**src/source/kronos_lsu_cfg.svh**
```systemverilog
// Build constants for the load/store subsystem
// Memory depth must be a power of two, since higher address bits alias
`ifndef KRONOS_LSU_CFG_SVH
`define KRONOS_LSU_CFG_SVH

// ==================================================
// Data memory
// ==================================================

// Depth in 32-bit words
`define LSU_MEM_WORDS 256

// ==================================================
// Configuration register map
// ==================================================

`define LSU_REG_CTRL  2'd0
`define LSU_REG_CAUSE 2'd1
`define LSU_REG_TVAL  2'd2
`define LSU_REG_COUNT 2'd3

// Bit 0 jump catch, bit 1 load/store catch
`define LSU_CTRL_RESET 2'b11

`endif

```
**src/source/kronos_types.sv**
```systemverilog
// Shared types for the load/store and address stage
// Opcode values are RV32I bits 6:2, with only the memory and control-flow ones listed
package kronos_types;

  // ==================================================
  // Instruction fields
  // ==================================================

  // Major opcode, instr[6:2]
  typedef enum logic [4:0] {
    INSTR_LOAD  = 5'b00000,
    INSTR_STORE = 5'b01000,
    INSTR_BR    = 5'b11000,
    INSTR_JALR  = 5'b11001,
    INSTR_JAL   = 5'b11011
  } opcode_e;

  // Access size, funct3 bits 13:12
  // Bit 14 carries the unsigned flag for loads
  typedef enum logic [1:0] {
    BYTE = 2'b00,
    HALF = 2'b01,
    WORD = 2'b10
  } size_e;

  // ==================================================
  // Trap reporting
  // ==================================================

  // RISC-V mcause exception codes
  typedef enum logic [3:0] {
    CAUSE_INSTR_MISALIGNED = 4'd0,
    CAUSE_ILLEGAL          = 4'd2,
    CAUSE_LOAD_MISALIGNED  = 4'd4,
    CAUSE_STORE_MISALIGNED = 4'd6
  } trap_cause_e;

  // ==================================================
  // Controller sequencing
  // ==================================================

  typedef enum logic [1:0] {
    IDLE = 2'd0,
    EXEC = 2'd1,
    MEM  = 2'd2,
    DONE = 2'd3
  } lsu_state_e;

endpackage

```
**src/source/kronos_imm_decode.sv**
```systemverilog
// Immediate decoder for the memory and control-flow formats
// Opcodes outside S, B and J fall back to the I layout
`timescale 1ns/1ns

module kronos_imm_decode (
  input  logic [31:0] instr,
  output logic [31:0] imm
);

  import kronos_types::*;

  opcode_e op;
  logic    sign;

  // Major opcode and the common sign bit
  assign op   = opcode_e'(instr[6:2]);
  assign sign = instr[31];

  // ==================================================
  // Format select
  // ==================================================

  always_comb begin
    case (op)
      // S type, split across funct7 and rd fields
      INSTR_STORE: begin
        imm = {{20{sign}}, instr[31:25], instr[11:7]};
      end

      // B type, halfword granular, bit 0 always zero
      INSTR_BR: begin
        imm = {{19{sign}}, sign, instr[7], instr[30:25], instr[11:8], 1'b0};
      end

      // J type, 21 bit range
      INSTR_JAL: begin
        imm = {{11{sign}}, sign, instr[19:12], instr[20], instr[30:21], 1'b0};
      end

      // I type covers loads, JALR and everything else
      default: begin
        imm = {{20{sign}}, instr[31:20]};
      end
    endcase
  end

endmodule

```
**config.mk**
```make
export PLATFORM = sky130hd
export DESIGN_NAME = kronos_imm_decode
export DESIGN_NICKNAME = d
export VERILOG_FILES = /design/src/source/kronos_lsu_cfg.svh /design/src/source/kronos_types.sv /design/src/source/kronos_imm_decode.sv
export SDC_FILE = /design/constraint.sdc
export NUM_CORES = 1
export LEC_CHECK = 0
export ABC_AREA = 1
export BUFFER_PORTS_ARGS = -buffer_cell sky130_fd_sc_hd__buf_4
export CAP_MARGIN = 20
export CELL_PAD_IN_SITES_DETAIL_PLACEMENT = 2
export CELL_PAD_IN_SITES_GLOBAL_PLACEMENT = 2
export CORE_ASPECT_RATIO = 0.7
export CORE_MARGIN = 3
export CORE_UTILIZATION = 10
export DETAILED_ROUTE_END_ITERATION = 10
export PLACE_DENSITY_LB_ADDON = 0.1
export SETUP_SLACK_MARGIN = 0.1
export SLEW_MARGIN = 25
export SYNTH_ARGS = -nofsm -noshare
export SYNTH_HDL_FRONTEND = slang
export SYNTH_SLANG_ARGS = --single-unit
```
**constraint.sdc**
```tcl
create_clock -name vclk -period 0.8
set_input_delay 0.08 -clock vclk [all_inputs]
set_output_delay 0.08 -clock vclk [all_outputs]
set_load 0.1 [all_outputs]
```
# Word level (Yosys, flattened, before mapping)
# Index checks and enable logic that the tools add are counted.
[word_totals] register_bits=0 output_inout_bits=32 word_cells=4
[classes] eq_ne=3 mux=1
[op_table] cell="$pmux 20 s3" count=1
[op_table] cell="$eq 5x5->1 const B" count=2
[op_table] cell="$eq 5x4->1 const B" count=1

# Longest topological paths before layout
[logic_depth] depth_word=2 depth_mapped=6 ltp_nobuf=6

# Least setup slack after synthesis
# No wires, ideal clock.
[synth_timing] path_kind="input port to output port" from="input instr[5]" to="output imm[11]" arrival_time_ps=1230 required_time_ps=720 path_slack_ps=-510 cell_stages=6 n_path_buf=1 cell_sequence="inv_1 > nor2_2 > buf_6 > nand2_4 > nand3_1 > nand3_1"
[synth_via] elab_chain_cells=2 elab_cells_between_ends=4 cone_classes="eq/ne (3); mux (1)"
[synth_lines] element="start, declared" line_no="kronos_imm_decode.sv:6" source="input logic [31:0] instr,"
[synth_lines] element="$eq 5x5->1 or $eq 5x4->1 (tied branches)" line_no="kronos_imm_decode.sv:24" source="case (op)"
[synth_lines] element="$pmux 20 s3 *" line_no="kronos_imm_decode.sv:24"
[synth_lines] element="end, declared" line_no="kronos_imm_decode.sv:7" source="output logic [31:0] imm"
# Mark *: on every way between the ends. The rest lies on a longest branch, timed or not.

# Worst setup path after layout
[layout_timing] from="input instr[4]" to="output imm[12]"
# The elaborated chain is that of the path after synthesis.

==> impl_results.md <==
- Outcome: finished with violations
- Failing checks: negative setup slack
- WL final: 1.75 mm
- PortBufs: 50
- Iter 0 DRT Violations: 9
- Layout cells sized above 1: around 90%
- Top Metal Used: met3
- Sequential cell count: 0
- Fin nets: 144
- Cell Area, Placed: 0.00102 mm^2
- Synth Area in Adders: 0%
- Vias: 574
- Synth Area in Simple Gates: between 50% and 60%
- Final setup fails: 14
- Wl on met1: 674 um
- Cells after synthesis: 68
- Initial antenna violation count: 0
- Setup CP Type: in -> out
- First-pass DRT Iterations: 2
- Area growth from synthesis to layout: 289%
- Hold Path Depth: 0
- Seq. cell area: 0 um^2
- Drt wl/cell: 10.9 um
- Largest net degree at the start of global routing: 9
- YS warnings: 0
- Row count: 18
- Post-synthesis compound-gate area fraction: 0%
- Post-Syn Area per Cell: 5.67 um^2
- Slew at the pin closest to its max-slew limit: between 200 and 300 ps
- GRT Residual Overflow: 0
- CP required: between 700 and 800 ps
- Total track usage: 7.50%
- Largest family of logic cells by synthesized area: simple AND/OR/NAND/NOR gates
- Num ports: 64
- Met2 routed WL: 964 um
- Fraction of the cycle the final worst path needs: 131%
- Routability cong.: around 0.65
- Pwr per Cell Area: 922 mW/mm^2
- Post-synthesis mux area share: 0%
- Die Width: 80.2 um
- Antenna diodes: 0
- Synth cell types: 11
- Final ANT Viol Nets: 0
- Core area: 0.00360 mm^2
- Post-Synth XOR/XNOR Area: 0%
- F_max: 955 MHz
- Number of global-route vias before repair: between 500 and 600
- Hold_buf cts: 0
- Min Hold Slack: between 150 and 200 ps
- Die Ht: 57.9 um
- Hpwl dp: 1.48 mm
- Delay of the slowest critical-path stage: 210 ps
- Design area: 0.00150 mm^2
- First-pass GRT wire length: roughly 2.8 mm
- Final hold violation count: 0
- Critical path data arrival time: 970 ps
- Slowest CP cell: nand2_8
- Critical Path Most Common Cell: nand2_8
- Drt drc: 0
- Die Footprint: 0.00465 mm^2
- Placed Cells: 157
- Setup WS post-layout: -247 ps
- Clock buf count: 0
- Final Slew Violations: 0
- Worst Setup Start Kind: input pin
- Setup crit end kind: primary output
- Detailed-routed wire length on met3: around 110 um
- Syn nets: 100
- Vias per cell: ~3.6
- RSZ-0062 raised after global routing: true
- Slew margin rel.: between 80 and 90%
- Seq/Total Area, Yosys: 0%
- Fin cells: 160
- Worst min path class: in -> out
- Starting Density: 10.7%
- Filler cells: 355
- Cell Area, Synth: 385 um^2
- Crit path max fanout: 8
- Max_cap viols: 0
- Crit path time final: 1050 ps
- VDD IR max: 0.000315 V
- Pleak: 0.638 nW
- Critical Path, Cell by Cell: buf_6 -> nor2_4 -> buf_12 -> nand2_8 -> nand2_8 -> nand2_8 -> buf_12
cells in the mapped netlist:
master   instances  share of area, %
nand2_2          2               3.2
inv_2            1              0.97
buf_6            1               2.9
nor2_8           1               5.2
nand2_1         25                24
nand3_1         13                17
nor2_2           1               1.6
buf_4           18                35
inv_1            3               2.9
nor2_1           1              0.97
nand2_4          2               5.8
per-layer routing:
layer  vias to the layer above  global-route usage (%)
li1                        283                       -
met1                       266                    10.6
met2                        25                    13.6
met3                         0                   0.311
met4                         0                       0
met5                         -                       0
critical path: cells and delay by family:
family,cells,cell delay (ps)
simple gates,4,480
buf+inv,3,390
what timing repair did:
action	4_1_cts	5_1_grt
buffers inserted	2	0
endpoints found under the setup margin	26	24
gates resized for setup	98	5
cloned	1	0
pin swaps	7	1
per-stage QoR:
stage	util [%]	setup slack, ps	TNS (ps)	total power, W
final	41.6	-247	-3200	0.00138
after global routing	41.6	-305	-3870	0.00143
after CTS	41.1	-255	-3380	0.00138
after detailed placement	28.2	-404	-5400	0.00108
after global placement	28.2	-389	-5170	0.00107
after floorplan	-	-82.5	-771	0.000986
path summary, 6_finish.rpt:
check | start | endpoint | slack, ps
setup / recovery | instr[4] | imm[12] | -250
hold / removal | instr[30] | imm[10] | 160
cell type report:
| class | instances | area (um^2) | area share [%] |
|---|---|---|---|
| inverter | 4 | 30.0 | 2.00 |
| timing repair buffer | 61 | 872 | 58.2 |
| tap | 50 | 62.6 | 4.17 |
| multi-input combinational | 45 | 534 | 35.6 |
layout by cell type, fill, tap and decap left out:
cell and count:
nand2_1 4, buf_6 5, inv_4 1, nand2_8 14
nand3_2 9, buf_4 25, clkinv_4 1, nor2_8 1
inv_1 1, buf_12 30, nand3_4 1, nand2_2 9
nor2_2 1, nand3_1 3, inv_8 1, nand2_4 2
buf_16 1, nor2_4 1
power by group:
group          internal (W)  total (W)  switching (W)
sequential                0          0              0
clock                     0          0              0
combinational      0.000530    0.00138       0.000852
cells by family (layout without fill, tap and decap cells):
| group | count (synthesis) | after routing |
|---|---|---|
| buffers and inverters | 23 | 65 |
| and+or+nand+nor | 45 | 45 |
Power figures use the tool's default switching activity.
