<file path="config.mk">
export PLATFORM = sky130hd
export DESIGN_NAME = kronos_agu
export DESIGN_NICKNAME = d
export VERILOG_FILES = /design/src/source/kronos_lsu_cfg.svh /design/src/source/kronos_types.sv /design/src/source/kronos_agu.sv
export SDC_FILE = /design/constraint.sdc
export NUM_CORES = 1
export LEC_CHECK = 0
export CORE_ASPECT_RATIO = 0.9
export CORE_MARGIN = 3
export CORE_UTILIZATION = 60
export DETAILED_ROUTE_END_ITERATION = 6
export DONT_BUFFER_PORTS = 1
export GPL_ROUTABILITY_DRIVEN = 0
export GPL_TIMING_DRIVEN = 0
export PLACE_DENSITY = 0.79
export RECOVER_POWER = 100
export SYNTH_ARGS = -nofsm -noshare
export SYNTH_HDL_FRONTEND = slang
export SYNTH_SLANG_ARGS = --single-unit
</file>
<file path="constraint.sdc">
create_clock -name vclk -period 4.4
set_clock_uncertainty 0.15 [all_clocks]
set_input_delay 0.88 -clock vclk [all_inputs]
set_output_delay 0.88 -clock vclk [all_outputs]
set_load 0.1 [all_outputs]
</file>
<file path="src/source/kronos_lsu_cfg.svh">
// Build constants for the load/store subsystem
// Memory depth must be a power of two, since higher address bits alias
`ifndef KRONOS_LSU_CFG_SVH
`define KRONOS_LSU_CFG_SVH

// ==================================================
// Data memory
// ==================================================

// Depth in 32-bit words
`define LSU_MEM_WORDS 256

// ==================================================
// Configuration register map
// ==================================================

`define LSU_REG_CTRL  2'd0
`define LSU_REG_CAUSE 2'd1
`define LSU_REG_TVAL  2'd2
`define LSU_REG_COUNT 2'd3

// Bit 0 jump catch, bit 1 load/store catch
`define LSU_CTRL_RESET 2'b11

`endif

</file>
<file path="src/source/kronos_types.sv">
// Shared types for the load/store and address stage
// Opcode values are RV32I bits 6:2, with only the memory and control-flow ones listed
package kronos_types;

  // ==================================================
  // Instruction fields
  // ==================================================

  // Major opcode, instr[6:2]
  typedef enum logic [4:0] {
    INSTR_LOAD  = 5'b00000,
    INSTR_STORE = 5'b01000,
    INSTR_BR    = 5'b11000,
    INSTR_JALR  = 5'b11001,
    INSTR_JAL   = 5'b11011
  } opcode_e;

  // Access size, funct3 bits 13:12
  // Bit 14 carries the unsigned flag for loads
  typedef enum logic [1:0] {
    BYTE = 2'b00,
    HALF = 2'b01,
    WORD = 2'b10
  } size_e;

  // ==================================================
  // Trap reporting
  // ==================================================

  // RISC-V mcause exception codes
  typedef enum logic [3:0] {
    CAUSE_INSTR_MISALIGNED = 4'd0,
    CAUSE_ILLEGAL          = 4'd2,
    CAUSE_LOAD_MISALIGNED  = 4'd4,
    CAUSE_STORE_MISALIGNED = 4'd6
  } trap_cause_e;

  // ==================================================
  // Controller sequencing
  // ==================================================

  typedef enum logic [1:0] {
    IDLE = 2'd0,
    EXEC = 2'd1,
    MEM  = 2'd2,
    DONE = 2'd3
  } lsu_state_e;

endpackage

</file>
<file path="src/source/kronos_agu.sv">
// Address adder with misalignment detect
// Catch enables are runtime inputs, a disabled catch never flags
`timescale 1ns/1ns

module kronos_agu (
  input  logic [31:0] instr,
  input  logic [31:0] base,
  input  logic [31:0] offset,
  input  logic        catch_jmp,
  input  logic        catch_ldst,
  output logic [31:0] addr,
  output logic        misaligned_jmp,
  output logic        misaligned_ldst
);

  import kronos_types::*;

  opcode_e     op;
  size_e       size;
  logic [31:0] sum;
  logic        is_jmp;
  logic        is_ldst;
  logic        ldst_off;

  assign op   = opcode_e'(instr[6:2]);
  assign size = size_e'(instr[13:12]);

  // ==================================================
  // Adder
  // ==================================================

  assign sum = base + offset;

  // JALR target drops bit 0
  assign addr = {sum[31:1], sum[0] & (op != INSTR_JALR)};

  // ==================================================
  // Misalignment
  // ==================================================

  assign is_jmp  = (op == INSTR_JAL) || (op == INSTR_JALR) || (op == INSTR_BR);
  assign is_ldst = (op == INSTR_LOAD) || (op == INSTR_STORE);

  // Access must land on a multiple of its own size
  always_comb begin
    case (size)
      WORD:    ldst_off = addr[1:0] != 2'b00;
      HALF:    ldst_off = addr[0];
      default: ldst_off = 1'b0;
    endcase
  end

  // Jump targets need word alignment, no compressed support
  assign misaligned_jmp  = catch_jmp & is_jmp & (addr[1:0] != 2'b00);
  assign misaligned_ldst = catch_ldst & is_ldst & ldst_off;

endmodule

</file>
==> metrics.yaml, run 1 <==
place:
  post-dp-hpwl_um: 4490
  port_buffers: 0
  post_dp_cell_area_sq_mm: 0.00216
logic_synthesis:
  netlist.area_leader.share: 0.235
  synth_top_area_cell: "ha_1"
  yosys-top-cells-area: "ha_1, xnor2_1, a21oi_1"
  ys_types: 43
  seq_area_frac_synth: 0
  syn_area_per_cell_sq_um: 7.11
  synth_area_sq_mm: 0.00176
  yosysWarnings: 0
  syn_nets: 379
  yosysMostFrequentCell: "ha_1"
  syn-instance-count: 247
  synth_commonest_cells: "ha_1, a21oi_1, nand2_1"
floorplanning:
  die_w_um: 63.0
  start_util: 0.671
  io_pins: 132
  die_h_um: 57.3
  rows: 17
run_status:
  status: "stopped before the end"
  haltStage: "global routing"
  firstError: "[ERROR DPL-0033] detailed placement checks failed during check placement."
grt:
  grt_max_degree: 8
  antenna_found_initial: 0
timing:
  worst_endpoint_kind: "primary output"
  crit_endpoint: "addr[30]"
cts:
  cts_hold_buf: 0
==> what timing repair did <==
action / CTS
setup buffers: 3
pin swaps: 15
gates cloned: 0
resized for setup: 22
endpoints found under the setup margin: 17
==> cell families after synthesis <==
group,count (synthesis),synth area share
adder cells (fa/ha/maj),34,0.247
AND/OR/NAND/NOR,75,0.200
buffers and inverters,15,0.0363
AO/OA/AOI/OAI,94,0.372
XOR/XNOR,29,0.145
==> stage by stage <==
stage	hold slack, ns	setup slack, ns	util	std cells
floorplan	1.72	-0.114	-	247
global placement	1.73	-0.380	0.806	285
detailed placement	1.73	-0.447	0.827	285
CTS	1.73	-0.223	0.892	287
==> inputs of run 2 (changes only) <==
- CORE_ASPECT_RATIO: 0.9 -> not set
- CORE_UTILIZATION: 60 -> 40
- PLACE_DENSITY: 0.79 -> not set
- PLACE_DENSITY_LB_ADDON: not set -> 0.15
- clock period: 4.4 -> 5.7 ns (I/O delays scaled with it)
==> run 2 against run 1 <==
Against the previous run:
- the flow now finishes, with violations (capacitance limit, slew limit)
- synthesized area stayed put
- synthesized cell count stayed put
==> metrics.yaml, run 2 <==
grt:
  grt-ovfl-total: 0
  grt_pass1_vias: 1622
  grt_max_degree: 8
  grt_pass1_wl_um: 7110
  antenna_found_initial: 0
  gr-usage-all-layers: 0.159
logic_synthesis:
  synth-compound-area-share: 0.372  # unchanged
  ys_types: 43  # unchanged
  synth_commonest_cells: "ha_1, a21oi_1, nand2_1"
  syn-instance-count: 247  # unchanged
  yosysMostFrequentCell: "ha_1"
  synth_area_sq_mm: 0.00176  # unchanged
  yosys-top-cells-area: "ha_1, xnor2_1, a21oi_1"
  netlist.area_leader.share: 0.235  # unchanged
  synth-adder-area-share: 0.247  # unchanged
  synth_top_family_by_area: "compound AO/OA/AOI/OAI gates"
  yosysWarnings: 0  # unchanged
  synthMuxAreaShare: 0  # unchanged
  syn_area_per_cell_sq_um: 7.11  # unchanged
  syn_nets: 379  # unchanged
  yosys.area_share.simple: 0.200  # unchanged
  seq_area_frac_synth: 0  # unchanged
  synth_top_area_cell: "ha_1"
  yosys.area_share.xor_xnor: 0.145  # unchanged
floorplanning:
  coreArea_sq_mm: 0.00412
  start_util: 0.427  # -0.244
  io_pins: 132  # unchanged
  die_area_sq_mm: 0.00522
  rows: 23  # +6
  die_w_um: 72.2  # +15%
  die_h_um: 72.2  # +26%
power:
  pwr-share-comb: 1.000
  power.leakage_nw: 0.889
  power.density_mw_per_mm2: 302
  clock_power_share: 0
  internal-power_mw: 0.110
  p_sw_mw: 0.507
  vdd_drop_max_uv: 130
  pwr-share-seq: 0
  switching_share: 0.822
run_status:
  violations: "capacitance limit, slew limit"
  status: "finished, violations left"
critical_path:
  setup.worst_path.class: "in2out"
  path_max_fanout: 5
  crit_path_cell_trace: "ha_1 > fa_1 > a211oi_2 > o21bai_2 > a2111oi_2 > nor4b_1 > or3_1 > a31oi_4 > o21ai_1 > xor2_4"
  slowest_stage: "xor2_4"
  crit_path_start_kind: "primary input"
  cp.required_ns: 4.41
  critPathMaxStageDelay_ns: 0.62
  arrival_ns: 4.21
  end_kind: "output port"
timing:
  worst_pin_slew_ns: 2.18
  drv_slew: 10
  rsz0062_at_grt: "no"
  fmax_mhz: 182
  hold_viol_final: 0
  finalCriticalPeriod_ns: 5.50
  slew_headroom: -0.463
  setup-violations-final: 0
  tns_ns: 0
  post-route-period-util: 0.964
cells_and_area:
  instances_no_fill: 297
  layout_commonest_cell: "ha_1"
  seq_area_sq_um: 0
  nets: 381
  area_delta_synth_final_pct: 16.5
  antenna_cells: 0
  drive_gt1_frac: 0.146
  nFlopsAndLatches: 0
  layout_common_cells: "ha_1, a21oi_1, nand2_1, nor2_1, o21ai_0"
  clock_buffers: 0
cts:
  postCtsSetupRepairBufs: 0  # -3
  cts_hold_buf: 0  # unchanged
drt:
  drc: 0
  dr.pass1.iters: 4
  num_vias: 1789
  wl_met3_um: 301
  vias_per_cell: 6.02
  wirelength_um: 4500
  met1_length_um: 1930
  ant_nets: 0
  top_layer_used: "met4"
  wl_met2_um: 2260
  drt_iter0_markers: 44
  routedWlPerCell_um: 15.2
hold_path:
  holdPathEnd: "misaligned_ldst"
  worstHoldStart: "instr[2]"
  hold_path_class: "in2out"
  whs_path_depth: 1
place:
  port_buffers: 0  # unchanged
  dp_cells: 297  # +4.2%
  post-dp-hpwl_um: 3980  # -11%
flow_run:
  drv_cap: 10
==> run 2: cell counts after synthesis <==
Identical to the previous run, type by type.
==> run 2: critical path: cells and delay by family <==
| family | cells | cell delay (ns) |
|---|---|---|
| compound gates | 5 | 1.21 |
| xor+xnor | 1 | 0.62 |
| fa+ha+maj | 2 | 0.66 |
| simple gates | 2 | 0.57 |
==> run 2: cell type report <==
cell class	count	area (sq um)
buffer	4	22.5
fill	417	2070
inverter	11	41.3
multi-input combinational	232	1920
tap	50	62.6
==> run 2: how the worst max path moves through the flow <==
| stage | start | to | slack [ns] | cells past startpoint |
|---|---|---|---|---|
| floorplan | offset[0] | misaligned_ldst | -0.30 | 4 |
| CTS | offset[0] | addr[30] | 0.03 | 10 |
| global route | offset[6] | addr[27] | 0.06 | 10 |
| detailed placement | offset[0] | addr[30] | -0.35 | 10 |
| global placement | offset[0] | misaligned_ldst | -0.37 | 4 |
| finish | offset[0] | addr[30] | 0.20 | 10 |
==> run 2: timing repair <==
action / in CTS / in global routing
resized for setup: 6 / 2
pin swaps: 2 / 1
endpoints found under the setup margin: 2 / 2
==> run 2: cell families after synthesis <==
logic type | Yosys count
and+or+nand+nor | 75
adders and majority gates | 34
xor gates and xnor gates | 29
buffers and inverters | 15
AOI/OAI and AO/OA | 94
==> run 2: through the flow <==
stage	power (mW)	cell area (sq um)	utilization	setup slack [ns]	hold WS, ns
detailed placement	0.622	2070	0.502	-0.348	2.25
global route	0.645	2040	0.497	0.0560	2.25
global placement	0.586	1860	0.452	-0.369	2.31
finish	0.617	2040	0.497	0.203	2.25
CTS	0.630	2100	0.511	0.0301	2.25
floorplan	0.550	1800	-	-0.298	2.31
==> run 2: per-layer routing <==
layer  track usage  up-vias
met2         0.293       59
met3       0.00970        2
met4       0.00418        0
li1              -      919
met1         0.213      809
met5             0        -
==> run 2: power groups by stage <==
stage               Combinational [mW]  Clock, mW  Sequential [mW]
global route                     0.645          0                0
CTS                              0.630          0                0
finish                           0.617          0                0
floorplan                        0.550          0                0
global placement                 0.586          0                0
detailed placement               0.622          0                0
Power figures use the tool's default switching activity.
