$ cat config.mk
export PLATFORM = sky130hd
export DESIGN_NAME = kronos_lsu_regs
export DESIGN_NICKNAME = d
export VERILOG_FILES = /design/src/source/kronos_lsu_regs.sv
export VERILOG_INCLUDE_DIRS = /design/src /design/src/source
export SDC_FILE = /design/constraint.sdc
export NUM_CORES = 1
export LEC_CHECK = 0
export ABC_AREA = 1
export BUFFER_PORTS_ARGS = -buffer_cell sky130_fd_sc_hd__buf_2
export CAP_MARGIN = 20
export CORE_UTILIZATION = 53
export CTS_BUF_LIST = sky130_fd_sc_hd__clkbuf_4 sky130_fd_sc_hd__clkbuf_8 sky130_fd_sc_hd__clkbuf_16
export DETAILED_ROUTE_END_ITERATION = 16
export PLACE_DENSITY = 0.83
export SETUP_SLACK_MARGIN = 0.2
export SYNTH_ARGS = -nofsm -noshare
export SYNTH_HDL_FRONTEND = slang
export SYNTH_SLANG_ARGS = --single-unit
$ cat constraint.sdc
create_clock -name clk -period 3 [get_ports clk]
set_clock_uncertainty 0.15 [all_clocks]
set_input_delay 0.15 -clock clk [delete_from_list [all_inputs] [get_ports clk]]
set_output_delay 0.15 -clock clk [all_outputs]
set_load 0.03 [all_outputs]
$ cat src/source/kronos_lsu_cfg.svh
// Build constants for the load/store subsystem
// Memory depth must be a power of two, since higher address bits alias
`ifndef KRONOS_LSU_CFG_SVH
`define KRONOS_LSU_CFG_SVH

// ==================================================
// Data memory
// ==================================================

// Depth in 32-bit words
`define LSU_MEM_WORDS 256

// ==================================================
// Configuration register map
// ==================================================

`define LSU_REG_CTRL  2'd0
`define LSU_REG_CAUSE 2'd1
`define LSU_REG_TVAL  2'd2
`define LSU_REG_COUNT 2'd3

// Bit 0 jump catch, bit 1 load/store catch
`define LSU_CTRL_RESET 2'b11

`endif

$ cat src/source/kronos_lsu_regs.sv
// Control and trap status registers on the configuration handshake
// CAUSE and TVAL are read-only, any write to COUNT clears it
`timescale 1ns/1ns

`include "kronos_lsu_cfg.svh"

module kronos_lsu_regs (
  input  logic        clk,
  input  logic        rst,
  input  logic        cfg_req,
  input  logic        cfg_write,
  input  logic [1:0]  cfg_addr,
  input  logic [31:0] cfg_wdata,
  output logic        cfg_ack,
  output logic [31:0] cfg_rdata,
  input  logic        trap_valid,
  input  logic [3:0]  trap_cause,
  input  logic [31:0] trap_tval,
  output logic        catch_jmp,
  output logic        catch_ldst
);

  logic [1:0]  ctrl_q;
  logic [3:0]  cause_q;
  logic [31:0] tval_q;
  logic [31:0] count_q;
  logic        access;
  logic        wr_ctrl;
  logic        clr_count;

  // One access per rising req, ack follows req by one edge
  assign access    = cfg_req & ~cfg_ack;
  assign wr_ctrl   = access & cfg_write & (cfg_addr == `LSU_REG_CTRL);
  assign clr_count = access & cfg_write & (cfg_addr == `LSU_REG_COUNT);

  // ==================================================
  // Handshake and registers
  // ==================================================

  always_ff @(posedge clk) begin
    if (rst) begin
      cfg_ack <= 1'b0;
      ctrl_q  <= `LSU_CTRL_RESET;
      cause_q <= '0;
      tval_q  <= '0;
      count_q <= '0;
    end else begin
      cfg_ack <= cfg_req;
      if (wr_ctrl) ctrl_q <= cfg_wdata[1:0];
      if (trap_valid) begin
        cause_q <= trap_cause;
        tval_q  <= trap_tval;
      end
      // A trap on the clearing edge still counts once
      if (clr_count) count_q <= {31'b0, trap_valid};
      else if (trap_valid) count_q <= count_q + 32'd1;
    end
  end

  // Read data captured on the edge that raises ack
  always_ff @(posedge clk) begin
    if (access) begin
      case (cfg_addr)
        `LSU_REG_CTRL:  cfg_rdata <= {30'b0, ctrl_q};
        `LSU_REG_CAUSE: cfg_rdata <= {28'b0, cause_q};
        `LSU_REG_TVAL:  cfg_rdata <= tval_q;
        default:        cfg_rdata <= count_q;
      endcase
    end
  end

  assign catch_jmp  = ctrl_q[0];
  assign catch_ldst = ctrl_q[1];

endmodule

Yosys cells after proc, flatten, opt, wreduce, memory -nomap -nowiden
Index checks and enable logic that the tools add are counted.
{"block": "word_totals", "ff_bits": 103}
{"block": "op_classes", "mux": 3, "eq_ne": 3, "reduce_logical": 3, "bitwise": 5, "n_addsub": 1}
{"op": "32-bit one-hot mux with 3 select lines", "n": 1}
{"op": "32-bit by 1-bit adder with 32-bit output, second input constant", "n": 1}
{"op": "1-bit AND", "n": 4}
{"op": "2-bit == test, second input constant", "n": 2}
{"op": "2-bit by 1-bit == test with 1-bit output, second input constant", "n": 1}
{"op": "2-bit zero test", "n": 1}
{"op": "1-bit 2-to-1 mux", "n": 2}
{"op": "2-bit nonzero test", "n": 1}
{"op": "2-bit OR reduction", "n": 1}
{"op": "1-bit NOT", "n": 1}

Logic depth before layout (Yosys ltp)
{"block": "depth", "ltp_word": 5, "mapped_depth": 9}

Worst setup path before layout
Ideal clock, no wire load.
{"block": "synth_timing", "path_type": "register to register", "start": "register cfg_ack", "end": "register count_q[26]", "arrival_time_ns": 2.669, "required_time_ns": 2.735, "period_less_slack_ns": 2.934, "setup_time_ns": 0.115, "stages_incl_launch_ff": 8, "n_path_buf": 1, "path_slack_ns": 0.066, "path_cell_list": "dfxtp_1 nor2_1 nand3_1 nand2_2 inv_2 buf_4 nand2_1 nor2_1"}
{"block": "synth_via", "elab_chain_cells": 5}
{"item": "from (decl)", "line_no": "kronos_lsu_regs.sv:14", "rtl": "output logic cfg_ack,"}
{"item": "from (signal assigned)", "line_no": "kronos_lsu_regs.sv:48", "rtl": "cfg_ack <= cfg_req;"}
{"item": "1-bit NOT", "line_no": "kronos_lsu_regs.sv:32", "rtl": "assign access = cfg_req & ~cfg_ack;"}
{"item": "1-bit AND", "line_no": "kronos_lsu_regs.sv:32"}
{"item": "1-bit AND (2 in series)", "line_no": "kronos_lsu_regs.sv:34", "rtl": "assign clr_count = access & cfg_write & (cfg_addr == `LSU_REG_COUNT);"}
{"item": "2-bit OR reduction (no line)"}
{"item": "to (signal assigned)", "line_no": "kronos_lsu_regs.sv:55", "rtl": "if (clr_count) count_q <= {31'b0, trap_valid};"}
{"item": "to (signal assigned)", "line_no": "kronos_lsu_regs.sv:56", "rtl": "else if (trap_valid) count_q <= count_q + 32'd1;"}
{"item": "to (decl)", "line_no": "kronos_lsu_regs.sv:26", "rtl": "logic [31:0] count_q;"}
No other way between the ends.
A chain may end at the register's enable or synchronous reset.

Worst setup path after layout
{"block": "layout_timing", "start": "register cfg_ack", "end": "register ctrl_q[0]"}
{"block": "layout_via", "elab_chain_cells": 4}
{"item": "1-bit NOT", "line_no": "kronos_lsu_regs.sv:32"}
{"item": "1-bit AND", "line_no": "kronos_lsu_regs.sv:32"}
{"item": "1-bit AND (2 in series)", "line_no": "kronos_lsu_regs.sv:33", "rtl": "assign wr_ctrl = access & cfg_write & (cfg_addr == `LSU_REG_CTRL);"}
{"item": "to (signal assigned)", "line_no": "kronos_lsu_regs.sv:43", "rtl": "ctrl_q <= `LSU_CTRL_RESET;"}
{"item": "to (signal assigned)", "line_no": "kronos_lsu_regs.sv:49", "rtl": "if (wr_ctrl) ctrl_q <= cfg_wdata[1:0];"}
{"item": "to (decl)", "line_no": "kronos_lsu_regs.sv:23", "rtl": "logic [1:0] ctrl_q;"}
No other way between the ends.

==> metrics <==
Syn Inst Count 553; vias in the first global route just under 4k; layout cell share with drive strength beyond 1 17.7%; gr ovfl total 0; status finished, final reports clean; Max stage delay cell, worst path dlygate4sd3_1; Worst Setup End Kind flop; Synth Register Bits between 100 and 150; Port Buffers 79; Via density about 5.2; Avg Inst Size Synth approximately 8.0 µm²; DRC 0; Clock Sinks 103; post-layout min period between 2 and 2.5 ns; MaxCap Viol Count 0; die width a little over 90 µm; initial core utilization between 50% and 60%; Final Core Density a little over two thirds; Synth top area share between 30% and 40%; sequential area share after synthesis a little over half; non-filler cells, final 776; drt initial violations about 180; Final GP Congestion roughly 0.86; CTS Buffer Depth 2; PwrDens about 480 nW/µm²; most numerous cell on the critical path nand3_1; Min-Delay Path Class input pin to flop; Worst-Margin Slew between 0.7 and 0.8 ns; Final Cycle Share a little under 70%; All-Layer GR Usage roughly a quarter; synthesized area between 4000 and 5000 µm²; max-slew violations 0; Fmax around 490 MHz; initial antenna violation count 0; Die Area a little under 9000 µm²; final wirelength approximately 11000 µm; Worst-path clk slew approximately 0.1 ns; CTS Buf Count 9; Syn. warnings 0; EDFF count, synth 32; Ant. Diodes 0; FFs w/ async S/R, synth 0%; syn nets between 600 and 700; Worst path max stage delay 0.58 ns; setup ws final about 0.96 ns; pre-CTS setup slack a little over 1 ns; DP HPWL 6740 µm; CP startpoint kind flop; I/O pins 110; flop-to-flop setup slack approximately 0.96 ns; Overall Power about 2.6 mW; cell taking the most area after synthesis dfxtp_1; Post CTS Setup Buffer Count 0; fillers between 600 and 700; vias 4033; final setup fails 0; register area 2380 µm²; design area about 5500 µm²; Worst EP arrival between 2 and 2.5 ns; CTS resizes 0; DRT antenna net count 0; DR pass1 iterations 5; nets between 700 and 800; RSZ-0062 raised after global routing no; Die Y ~93 µm; synth-to-layout area growth 24.0%; Worst VDD drop between 200 and 300 µV; CTS tree built; drt wl/cell around 14 µm; Rows 32; Area after DPL 4880 µm²; Main synth FF type dfxtp_1; area of the multi-input gates ~1800 µm²; Slew headroom between 40% and 50%; WHS around 0.008 ns; H-tree levels 3; final hold violations 0; CTS Root Cell clkbuf_8; Synth area leaders dfxtp_1, edfxtp_1, nor2_1; Fin Setup TNS 0 ns; Clock Latency Late Sink ~0.37 ns; Critical Path RT around 3.1 ns; first-pass GRT wire length approximately 18000 µm; Cell variety after synth 29; CP Max Fanout 33; Static Leak between 2 and 2.5 nW; total core area 7890 µm²; Placed Instances ~700; largest net degree at the start of global routing 43; worst-path cell chain nor2_2 -> buf_4 -> nand3_1 -> nand2_1 -> nand3_1 -> dlygate4sd3_1; critical path type flop to flop
critical path, delay by kind of cell (launching register included):
kind | cells | cell delay (ns)
flops | 1 | 0.33
buf+inv | 2 | 0.98
simple gates | 4 | 0.50
final timing paths:
check	start	end	depth (start not counted)
worst max register to register	cfg_ack	ctrl_q[0]	6
worst max-delay path	cfg_ack	ctrl_q[0]	6
worst min register to register	count_q[31]	count_q[31]	2
worst min-delay path	cfg_write	count_q[0]	4
registers in the layout, summed over array words and instances (netlist names):
name / count
tval_q: 32
cfg_ack: 1
count_q: 32
cfg_rdata: 32
cause_q: 4
ctrl_q: 2
synth_stat cells (all sizes together) (9+ instances only):
master	count
dfxtp	71
nand3	32
buf	9
a21oi	19
nor2	138
o21ai	62
inv	41
nand2	105
nand4	9
clkbuf	11
edfxtp	32
layout make-up:
| class | instances | share of cell area [%] |
|---|---|---|
| Sequential cell | 103 | 43.5 |
| Multi-Input combinational cell | 389 | 32.6 |
| Timing Repair Buffer | 125 | 15.4 |
| Inverter | 41 | 2.81 |
| Clock buffer | 10 | 2.40 |
| Tap cell | 102 | 2.33 |
| Clock inverter | 6 | 0.937 |
cell usage in the layout (no fill, tap or decap), drive strengths merged:
cell type,n
ha,1
o211ai,1
nand2,105
edfxtp,32
o21ai,62
nor2,138
a21oi,19
clkbuf,10
clkinvlp,1
nand3,32
clkinv,2
xor2,4
a221oi,1
dfxtp,71
nor3,7
nand4,9
and2,1
dlygate4sd3,41
nor4,1
o2111ai,1
buf,84
inv,44
a22o,7
what timing repair did:
action	in CTS	in global routing
hold buffers	41	0
endpoints found under the hold margin	39	0
endpoints found under the setup margin	0	0
cells by family after synthesis:
kind of cell	synth area share (%)
simple gates	28.2
xor+xnor	0.793
compound gates	11.1
fa+ha+maj	0.283
buf+inv	5.69
flops	53.9
power by group:
part | total [mW] | internal (mW) | switching [mW]
sequential | 1.52 | 1.50 | 0.0267
combinational | 0.287 | 0.110 | 0.176
clock | 0.815 | 0.323 | 0.492
total | 2.63 | 1.93 | 0.695
routing by layer:
metal / vias up / wire length (µm) / part of all wire, % / global-route usage (%)
li1: 2045 / - / - / -
met1: 1840 / 4720 / 45 / 33.8
met2: 126 / 5120 / 48 / 46.2
met3: 22 / 484 / 4.6 / 3.58
met4: 0 / 237 / 2.2 / 9.10
met5: - / 0 / 0 / 0
(Power assumes the default switching activity.)
