<file path="src/source/kronos_lsu_cfg.svh">
// Build constants for the load/store subsystem
// Memory depth must be a power of two, since higher address bits alias
`ifndef KRONOS_LSU_CFG_SVH
`define KRONOS_LSU_CFG_SVH

// ==================================================
// Data memory
// ==================================================

// Depth in 32-bit words
`define LSU_MEM_WORDS 256

// ==================================================
// Configuration register map
// ==================================================

`define LSU_REG_CTRL  2'd0
`define LSU_REG_CAUSE 2'd1
`define LSU_REG_TVAL  2'd2
`define LSU_REG_COUNT 2'd3

// Bit 0 jump catch, bit 1 load/store catch
`define LSU_CTRL_RESET 2'b11

`endif

</file>
<file path="src/source/kronos_types.sv">
// Shared types for the load/store and address stage
// Opcode values are RV32I bits 6:2, with only the memory and control-flow ones listed
package kronos_types;

  // ==================================================
  // Instruction fields
  // ==================================================

  // Major opcode, instr[6:2]
  typedef enum logic [4:0] {
    INSTR_LOAD  = 5'b00000,
    INSTR_STORE = 5'b01000,
    INSTR_BR    = 5'b11000,
    INSTR_JALR  = 5'b11001,
    INSTR_JAL   = 5'b11011
  } opcode_e;

  // Access size, funct3 bits 13:12
  // Bit 14 carries the unsigned flag for loads
  typedef enum logic [1:0] {
    BYTE = 2'b00,
    HALF = 2'b01,
    WORD = 2'b10
  } size_e;

  // ==================================================
  // Trap reporting
  // ==================================================

  // RISC-V mcause exception codes
  typedef enum logic [3:0] {
    CAUSE_INSTR_MISALIGNED = 4'd0,
    CAUSE_ILLEGAL          = 4'd2,
    CAUSE_LOAD_MISALIGNED  = 4'd4,
    CAUSE_STORE_MISALIGNED = 4'd6
  } trap_cause_e;

  // ==================================================
  // Controller sequencing
  // ==================================================

  typedef enum logic [1:0] {
    IDLE = 2'd0,
    EXEC = 2'd1,
    MEM  = 2'd2,
    DONE = 2'd3
  } lsu_state_e;

endpackage

</file>
<file path="src/source/kronos_lsu_ctrl.sv">
// Operation controller with a fixed two cycle latency from req to ack
// Op inputs must stay stable while op_req is high
`timescale 1ns/1ns

module kronos_lsu_ctrl (
  input  logic                clk,
  input  logic                rst,
  input  logic                op_req,
  input  logic [31:0]         op_instr,
  input  logic [31:0]         op_data,
  input  logic [31:0]         addr,
  input  logic                misaligned_jmp,
  input  logic                misaligned_ldst,
  output logic                op_ack,
  output logic [31:0]         op_result,
  output logic                op_trap,
  output logic [3:0]          op_cause,
  output logic                mem_we,
  output logic                mem_re,
  output logic [31:0]         mem_addr,
  output kronos_types::size_e mem_size,
  output logic                mem_unsigned,
  output logic [31:0]         mem_wdata,
  input  logic [31:0]         mem_rdata,
  output logic                trap_valid,
  output logic [3:0]          trap_cause,
  output logic [31:0]         trap_tval
);

  import kronos_types::*;

  lsu_state_e  state, state_nxt;
  opcode_e     op;
  logic        trap_d, trap_q;
  trap_cause_e cause_d, cause_q;

  // Latched in EXEC
  logic        is_load_q, is_store_q;
  logic [31:0] addr_q, wdata_q;
  size_e       size_q;
  logic        unsigned_q;

  assign op = opcode_e'(op_instr[6:2]);

  // ==================================================
  // Trap decision
  // ==================================================

  always_comb begin
    trap_d  = 1'b0;
    cause_d = CAUSE_ILLEGAL;
    case (op)
      INSTR_LOAD: begin
        trap_d  = misaligned_ldst;
        cause_d = CAUSE_LOAD_MISALIGNED;
      end
      INSTR_STORE: begin
        trap_d  = misaligned_ldst;
        cause_d = CAUSE_STORE_MISALIGNED;
      end
      INSTR_BR, INSTR_JAL, INSTR_JALR: begin
        trap_d  = misaligned_jmp;
        cause_d = CAUSE_INSTR_MISALIGNED;
      end
      // Anything else is not handled by this stage
      default: trap_d = 1'b1;
    endcase
  end

  // ==================================================
  // FSM
  // ==================================================

  always_comb begin
    state_nxt = state;
    case (state)
      IDLE:    if (op_req) state_nxt = EXEC;
      EXEC:    state_nxt = MEM;
      MEM:     state_nxt = DONE;
      // Hold results until the master lets go
      DONE:    if (!op_req) state_nxt = IDLE;
      default: state_nxt = IDLE;
    endcase
  end

  always_ff @(posedge clk) begin
    if (rst) begin
      state  <= IDLE;
      trap_q <= 1'b0;
    end else begin
      state <= state_nxt;
      if (state == EXEC) trap_q <= trap_d;
    end
  end

  always_ff @(posedge clk) begin
    if (state == EXEC) begin
      cause_q    <= cause_d;
      addr_q     <= addr;
      wdata_q    <= op_data;
      is_load_q  <= op == INSTR_LOAD;
      is_store_q <= op == INSTR_STORE;
      size_q     <= size_e'(op_instr[13:12]);
      unsigned_q <= op_instr[14];
    end
  end

  // ==================================================
  // Memory strobes only in MEM and never on a trap
  // ==================================================

  assign mem_we       = (state == MEM) & is_store_q & ~trap_q;
  assign mem_re       = (state == MEM) & is_load_q & ~trap_q;
  assign mem_addr     = addr_q;
  assign mem_size     = size_q;
  assign mem_unsigned = unsigned_q;
  assign mem_wdata    = wdata_q;

  // Status update lands before op_ack rises
  assign trap_valid = (state == MEM) & trap_q;
  assign trap_cause = cause_q;
  assign trap_tval  = addr_q;

  // ==================================================
  // Result port
  // ==================================================

  assign op_ack    = state == DONE;
  assign op_trap   = (state == DONE) & trap_q;
  assign op_cause  = cause_q;
  // Trapped loads report the address instead of stale read data
  assign op_result = (is_load_q & ~trap_q) ? mem_rdata : addr_q;

endmodule

</file>
<file path="config.mk">
export PLATFORM = sky130hd
export DESIGN_NAME = kronos_lsu_ctrl
export DESIGN_NICKNAME = d
export VERILOG_FILES = /design/src/source/kronos_lsu_cfg.svh /design/src/source/kronos_types.sv /design/src/source/kronos_lsu_ctrl.sv
export SDC_FILE = /design/constraint.sdc
export NUM_CORES = 1
export LEC_CHECK = 0
export BUFFER_PORTS_ARGS = -buffer_cell sky130_fd_sc_hd__buf_2
export CAP_MARGIN = 25
export CORE_AREA = 2 2 109 111
export CTS_CLUSTER_DIAMETER = 120
export DETAILED_ROUTE_END_ITERATION = 12
export DIE_AREA = 0 0 111 113
export HOLD_SLACK_MARGIN = 0.15
export PLACE_DENSITY = 0.58
export SLEW_MARGIN = 5
export SYNTH_ARGS = -nofsm -noshare
export SYNTH_HDL_FRONTEND = slang
export SYNTH_SLANG_ARGS = --single-unit
</file>
<file path="constraint.sdc">
create_clock -name clk -period 3 [get_ports clk]
set_input_delay 0.6 -clock clk [delete_from_list [all_inputs] [get_ports clk]]
set_output_delay 0.6 -clock clk [all_outputs]
set_load 0.02 [all_outputs]
</file>
* Yosys cells after proc, flatten, opt, wreduce, memory -nomap -nowiden *
Cells that the tools add are included.
Widths: inputs -> output; s select.

storage, ports and cells
  register bits after elaboration = 76
  latch bits = 0
  RAM bits = 0
  memory bits (read-only) = 0
  input bits = 133
  word-level logic and storage cells = 37
  memories = 0

operators by class
  add/subtract/negate cells = 0
  $mul = 0
  divide/modulo/power cells = 0
  magnitude comparators = 0
  equality and inequality tests = 9
  shift operators = 0
  muxes and demuxes = 6
  bitwise logic cells = 8
  reduce and logical (&&, ||, !) cells = 5

operators with widths
  kind                count
  $mux 32             1
  $eq 5x5->1 const B  3
  $pmux 3 s3          1
  $pmux 2 s4          1
  $and 1x1->1         7
  $eq 5x4->1 const B  1
  $logic_not 5->1     1
  $eq 2x2->1 const B  2
  $mux 2              2
  $ne 2x2->1 const B  2
  $reduce_or 3->1     1
  $eq 2x1->1 const B  1
  $logic_not 2->1     1
  $pmux 1 s2          1
  $reduce_and 2->1    1
  $reduce_or 2->1     1
  $not 1->1           1

* Depth between registers and ports, before layout *
Gate-level depths: netlist (run 1).

  depth in word-level cells = 3
  mapped depth = 5
  depth with buffers taken out = 5

* Worst setup path before layout (run 1) *
OpenSTA, ideal clock, no wires.

  path type = reg2reg
  from = register state[1]
  to = register trap_q
  data arrival time = 2,548 ps
  required time = 2,869 ps
  slack = 321 ps
  stages on the path, launching flop included = 5
  cell sequence = dfxtp_1 inv_1 ha_1 nor3b_1 a311oi_1

on the way
  cells in the longest elaborated chain, start to end = 1

ends and longest elaborated chain
  what                    line                   text
  from (decl)             kronos_lsu_ctrl.sv:32  lsu_state_e state, state_nxt;
  from (signal assigned)  kronos_lsu_ctrl.sv:91  state <= state_nxt;
  $eq 2x1->1              kronos_lsu_ctrl.sv:92  if (state == EXEC) trap_q <= trap_d;
  to (signal assigned)    kronos_lsu_ctrl.sv:92
  to (decl)               kronos_lsu_ctrl.sv:34  logic trap_d, trap_q;

Every way passes these cells.
A chain may end at the register's enable or synchronous reset.

* Final worst setup path (run 1) *
  from = register trap_q
  to = output port op_result[15]

on the way
  cells in the longest elaborated chain, start to end = 3

ends and longest elaborated chain
  what         line                    text
  $not 1->1    kronos_lsu_ctrl.sv:132  assign op_result = (is_load_q & ~trap_q) ? mem_rdata : addr_q;
  $and 1x1->1  kronos_lsu_ctrl.sv:132
  $mux 32      kronos_lsu_ctrl.sv:132
  to (decl)    kronos_lsu_ctrl.sv:15   output logic [31:0] op_result,

Every way passes these cells.

==> flow_metrics.py, run 1 <==
metrics = {
    "run_status": {
        "outcome": "completed",
    },
    "sta": {
        "setup_viol": 0,
        "maxSlewViolCount": 0,
        "slew_headroom_pct": 42.06,
        "rsz0062_at_grt": "false",
        "clock.fmax_mhz": 379.2,
        "tightest_slew_ps": 869.1,
        "layout_min_cycle_time_ps": 2637,
        "finalCritPeriodShare_pct": 87.91,
        "setup_tns_ps": 0,
        "hold_violations": 0,
        "fin_skew_ps": 4.957,
    },
    "clock_network": {
        "clk_latency_ps": 330,
        "htree_levels": 3,
        "postCtsSetupBuffers": 0,
        "post_cts_resized": 0,
        "cts_tree": "built",
        "cts_buffers": 9,
        "clock_sinks": 74,
        "cts-root-buf": "clkbuf_16",
        "clkTransAtPathRegs_ps": 60,
        "hold_buffers": 0,
        "clock_path_buffers": 2,
    },
    "placement": {
        "gp_congestion": 0.7474,
        "hpwl_um": 6213,
        "portBuffers": 248,
        "place_area_um2": 4259,
    },
    "logic_synthesis": {
        "synth-seq-area-share_pct": 70.08,
        "synth_area_leaders": "edfxtp_1 68%, mux2_2 11%, buf_4 9.1%, ha_1 2.0%, dfxtp_1 1.9%",
        "synth_top_area_cell": "edfxtp_1",
        "ys_warn_count": 0,
        "syn_area_per_cell_um2": 17.19,
        "async_flop_share_pct": 0,
        "synth.distinct_cells": 22,
        "synth_edf_count": 71,
        "netlist.area_leader.share_pct": 68.16,
        "syn_inst": 182,
        "synth-main-ff-cell": "edfxtp_1",
        "synth_area_um2": 3128,
        "ys_seq_elements": 74,
    },
    "finish": {
        "drive_above_1_share_pct": 73.04,
        "fin_area_um2": 4568,
        "antenna_cells": 0,
        "nNetsFinal": 542,
        "final_core_util_pct": 40.53,
        "area_growth_pct": 46.04,
    },
    "drt": {
        "ant_nets": 0,
        "routedWlPerCell_um": 14.36,
        "vias": 2238,
        "first_pass_iters": 4,
        "drtIter0Drc": 48,
        "drc": 0,
        "vias_per_cell": 4.062,
        "wl_um": 7914,
    },
    "grt": {
        "grt_max_degree": 58,
        "grt_use_total_pct": 12.07,
        "gr-total-overflow": 0,
        "grt_pass1_wl_um": 11530,
        "first_global_vias": 2209,
        "antenna_found_initial": 0,
    },
    "power_and_ir_drop": {
        "p_leak_uw": 0.002086,
        "power_per_cell_area_nw_per_um2": 1052,
        "p_clk_share_pct": 23.3,
        "seq_power_share_pct": 35.3,
        "p_comb_share_pct": 41.3,
        "p_sw_share_pct": 38.45,
        "p_total_uw": 4806,
        "intPower_uw": 2958,
        "max-vdd-ir-drop_mv": 0.3731,
        "p_sw_uw": 1848,
    },
    "floorplanning": {
        "coreArea_um2": 11270,
        "die_x_um": 111,
        "row_count": 39,
        "start_util_pct": 27.75,
        "io_pins": 277,
        "die_h_um": 113,
        "dieArea_um2": 12540,
    },
    "setup_path": {
        "cp.arrival_ps": 2040,
        "crit_required_ps": 2400,
        "cp-end-kind": "output pin",
        "cpMaxStageDelayCell": "nand2b_2",
        "cp-start-kind": "flop",
        "cp_max_fo": 33,
        "critical_path_class": "flop to output pin",
        "max_stage_delay_ps": 710,
        "cp_cell_sequence": "nand2b_2 -> mux2_2 -> buf_2",
    },
    "worst_hold_path": {
        "hold_path_class": "input port to flop",
    },
    "job": {
        "maxCapViolations": 0,
    },
}
-- cell type report --
type,count,area [µm²]
Sequential cell,74,2192
Fill cell,1101,6704
Inverter,3,11.26
Clock inverter,5,80.08
Multi-Input combinational cell,66,620.6
Tap cell,143,178.9
Timing Repair Buffer,250,1256
Clock buffer,10,229.0
-- synthesized netlist by cell type (all sizes together) (2+ instances only) --
master / n
dfxtp: 3
mux2: 32
and2: 3
ha: 5
nor2: 7
buf: 42
mux2i: 2
inv: 3
nor4: 2
nor2b: 2
nand2: 3
edfxtp: 71
-- metrics by stage --
stage | hold slack, ps | std cells | setup WS [ps]
finish | 444.4 | 551 | 362.7
global route | 423.9 | 551 | 250.5
CTS | 424.8 | 551 | 287.6
detailed placement | 536.8 | 536 | 651.1
global placement | 533.1 | 536 | 692.2
floorplan | 495.4 | 185 | 321.4
-- cells in the final DEF (no fill, tap or decap) --
cell type	synthesis	layout
a211oi_1	1	1
a311oi_1	1	1
and2_1	3	3
buf_2	0	248
buf_4	38	2
bufinv_16	0	2
clkbuf_1	0	1
clkbuf_16	0	9
clkinv_1	0	1
clkinv_4	0	1
clkinvlp_4	0	1
conb_1	1	4
dfxtp_1	3	3
edfxtp_1	71	71
ha_1	5	4
ha_4	0	1
inv_1	3	3
mux2_2	30	30
mux2_4	2	2
mux2i_1	2	2
nand2_1	3	3
nand2b_2	0	1
nor2_1	7	7
nor2b_1	2	2
nor3b_1	1	1
nor4_1	1	1
nor4_4	1	1
o21bai_1	1	1
o22ai_1	1	1
-- critical path: cells and delay by family (launching register included) --
kind | cells | cell delay, ps
mux | 1 | 430
buf+inv | 1 | 160
flops | 1 | 380
simple gates | 1 | 710
-- layer usage --
metal	share of wire (%)	track usage, %	vias to the layer above	wire [µm]
met5	0	0	-	0
met4	2.2	6.917	0	175
met3	8.0	3.482	12	630
met2	53	21.55	121	4225
met1	36	12.79	1038	2882
li1	-	-	1067	-
-- flip-flops by register name (all words and copies together) (netlist names) --
register      cells
op_cause          2
mem_size          2
mem_unsigned      1
state             2
is_load_q         1
trap_q            1
is_store_q        1
mem_addr         32
mem_wdata        32
-- power by group through the flow --
stage / clock (µW) / combinational [µW] / sequential (µW)
3_5_place_dp: 0 / 2020 / 1730
3_3_place_gp: 0 / 2000 / 1710
2_1_floorplan: 0 / 1130 / 2060
6_report: 1120 / 1990 / 1700
5_1_grt: 1200 / 2110 / 1740
4_1_cts: 1150 / 2030 / 1710
-- path summary, 6_finish.rpt --
kind / cells after the start / slack [ps] / endpoint / from
setup / recovery: 3 / 360 / op_result[15] / trap_q
hold / removal: 1 / 440 / mem_addr[19] / addr[19]
setup reg to reg: 3 / 1200 / mem_wdata[17] / state[1]
hold reg to reg: 2 / 540 / trap_q / trap_q
-- kinds of logic (layout without fill, tap and decap cells) --
kind of cell             Yosys count  count (layout)  synth area share (%)
AO/OA/AOI/OAI                      4               4                0.9604
adder cells (fa/ha/maj)            5               5                 2.000
buffers and inverters             45             268                 10.92
flip-flops                        74              74                 70.08
multiplexers                      34              34                 12.40
other                              1               4                0.1199
AND/OR/NAND/NOR                   19              19                 3.520
(Power assumes the default switching activity.)
==> run 2, diff against run 1 <==
--- a/config.mk
+++ b/config.mk
@@ -5,12 +5,14 @@
 export SDC_FILE = /design/constraint.sdc
 export NUM_CORES = 1
 export LEC_CHECK = 0
-export BUFFER_PORTS_ARGS = -buffer_cell sky130_fd_sc_hd__buf_2
+export ABC_CLOCK_PERIOD_IN_PS = 3000
+export BUFFER_PORTS_ARGS = -buffer_cell sky130_fd_sc_hd__buf_4
 export CAP_MARGIN = 25
 export CORE_AREA = 2 2 109 111
 export CTS_CLUSTER_DIAMETER = 120
 export DETAILED_ROUTE_END_ITERATION = 12
 export DIE_AREA = 0 0 111 113
+export GPL_ROUTABILITY_DRIVEN = 0
 export HOLD_SLACK_MARGIN = 0.15
 export PLACE_DENSITY = 0.58
 export SLEW_MARGIN = 5
==> flow_metrics.py, run 2 (synthesis results as in run 1) <==
metrics = {
    "floorplanning": {
        "die_x_um": 111,
        "die_h_um": 113,
        "coreArea_um2": 11270,
        "dieArea_um2": 12540,
        "io_pins": 277,
        "row_count": 39,
        "start_util_pct": 27.75,
    },
    "sta": {
        "setup_viol": 0,
        "clock.fmax_mhz": 372.5,
        "fin_skew_ps": 4.002,
        "layout_min_cycle_time_ps": 2685,
        "hold-worst-slack_ps": 445.0,
        "maxSlewViolCount": 0,
        "slew_headroom_pct": 39.19,
        "rsz0062_at_grt": "false",
        "finalCritPeriodShare_pct": 89.49,
        "setup_tns_ps": 0,
        "hold_violations": 0,
        "tightest_slew_ps": 912.1,
    },
    "setup_path": {
        "cp_max_fo": 33,
        "reg2reg_from": "state[1]",
        "r2r_setup_slack_ps": 1210,
        "reg2reg_depth": 3,
        "path_buf_inv": 1,
        "critical_path_class": "flop to output pin",
        "max_stage_delay_ps": 740,
        "cp-end-kind": "output pin",
        "cp_top_family": "simple AND/OR/NAND/NOR gates",
        "crit_required_ps": 2400,
        "cp.arrival_ps": 2080,
        "reg2reg_to": "mem_wdata[25]",
        "cpMaxStageDelayCell": "nand2b_2",
        "cp_cell_sequence": "nand2b_2 -> mux2_2 -> buf_4",
        "cp-start-kind": "flop",
    },
    "job": {
        "maxCapViolations": 0,
    },
    "clock_network": {
        "hold_buffers": 0,
        "htree_levels": 3,
        "clkTransAtPathRegs_ps": 60,
        "clock_path_buffers": 2,
        "postCtsSetupBuffers": 0,
        "cts_buffers": 9,
        "cts_tree": "built",
        "cts-root-buf": "clkbuf_16",
        "post_cts_resized": 0,
        "clock_sinks": 74,
        "clk_latency_ps": 320,
    },
    "drt": {
        "drc": 0,
        "ant_nets": 0,
        "wl_um": 8243,
        "vias_per_cell": 4.096,
        "routedWlPerCell_um": 14.93,
        "first_pass_iters": 2,
        "drtIter0Drc": 29,
        "vias": 2261,
    },
    "power_and_ir_drop": {
        "max-vdd-ir-drop_mv": 0.3992,
        "p_leak_uw": 0.002289,
        "power_per_cell_area_nw_per_um2": 987.1,
    },
    "finish": {
        "nNetsFinal": 542,
        "antenna_cells": 0,
        "drive_above_1_share_pct": 72.86,
        "area_growth_pct": 65.20,
        "layout_common_cells": "250 x buf_4, 71 x edfxtp_1, 30 x mux2_2",
        "final_common_cell": "buf_4",
        "fillCellCount": 1012,
    },
    "grt": {
        "first_global_vias": 2222,
        "grt_use_total_pct": 12.54,
        "grt_pass1_wl_um": 12030,
        "antenna_found_initial": 1,
        "gr-total-overflow": 0,
        "grt_max_degree": 59,
    },
    "worst_hold_path": {
        "hold_depth": 1,
        "min_from": "op_instr[13]",
        "hold_path_class": "input port to flop",
        "min_to": "mem_size[1]",
    },
    "placement": {
        "portBuffers": 248,
        "hpwl_um": 6444,
    },
    "run_status": {
        "outcome": "completed",
    },
}
-- run 2: final cells by class --
class / count / area, µm² / area share (%)
Clock buffer: 11 / 232.7 / 4.504
Sequential cell: 74 / 2192 / 42.42
Timing Repair Buffer: 250 / 1877 / 36.32
Tap cell: 143 / 178.9 / 3.462
Clock inverter: 5 / 55.05 / 1.065
Multi-Input combinational cell: 66 / 620.6 / 12.01
Inverter: 3 / 11.26 / 0.2179
-- run 2: metrics by stage --
stage | instance area [µm²] | utilization (%) | setup WS, ps | instances | power (µW)
6_report | 5167 | 45.84 | 315.2 | 552 | 5101
5_1_grt | 5167 | 45.84 | 202.6 | 552 | 5358
4_1_cts | 5167 | 45.84 | 276.2 | 552 | 5183
3_5_place_dp | 4880 | 43.29 | 633.6 | 536 | 4123
3_3_place_gp | 4880 | 43.29 | 648.1 | 536 | 4098
2_1_floorplan | 3139 | - | 321.4 | 185 | 3196
-- run 2: worst max path at each step --
stage	start	end	cells past startpoint
after floorplan	state[1]	trap_q	4
after global placement	trap_q	op_result[15]	3
after detailed placement	trap_q	op_result[15]	3
after CTS	trap_q	op_result[15]	3
after global routing	trap_q	op_result[15]	3
final	trap_q	op_result[15]	3
-- run 2: metal layers --
| layer | global-route usage (%) | vias up | routed length, µm |
|---|---|---|---|
| met2 | 22.54 | 108 | 4510 |
| met3 | 4.392 | 11 | 691 |
| met1 | 13.36 | 1071 | 2904 |
| met4 | 5.500 | 2 | 123 |
| li1 | - | 1069 | - |
| met5 | 0 | - | 12 |
-- run 2: report_power, final --
part,switching [µW],internal [µW]
Sequential,165,1560
Clock,397,641
Combinational,1320,1020
Total,1880,3220
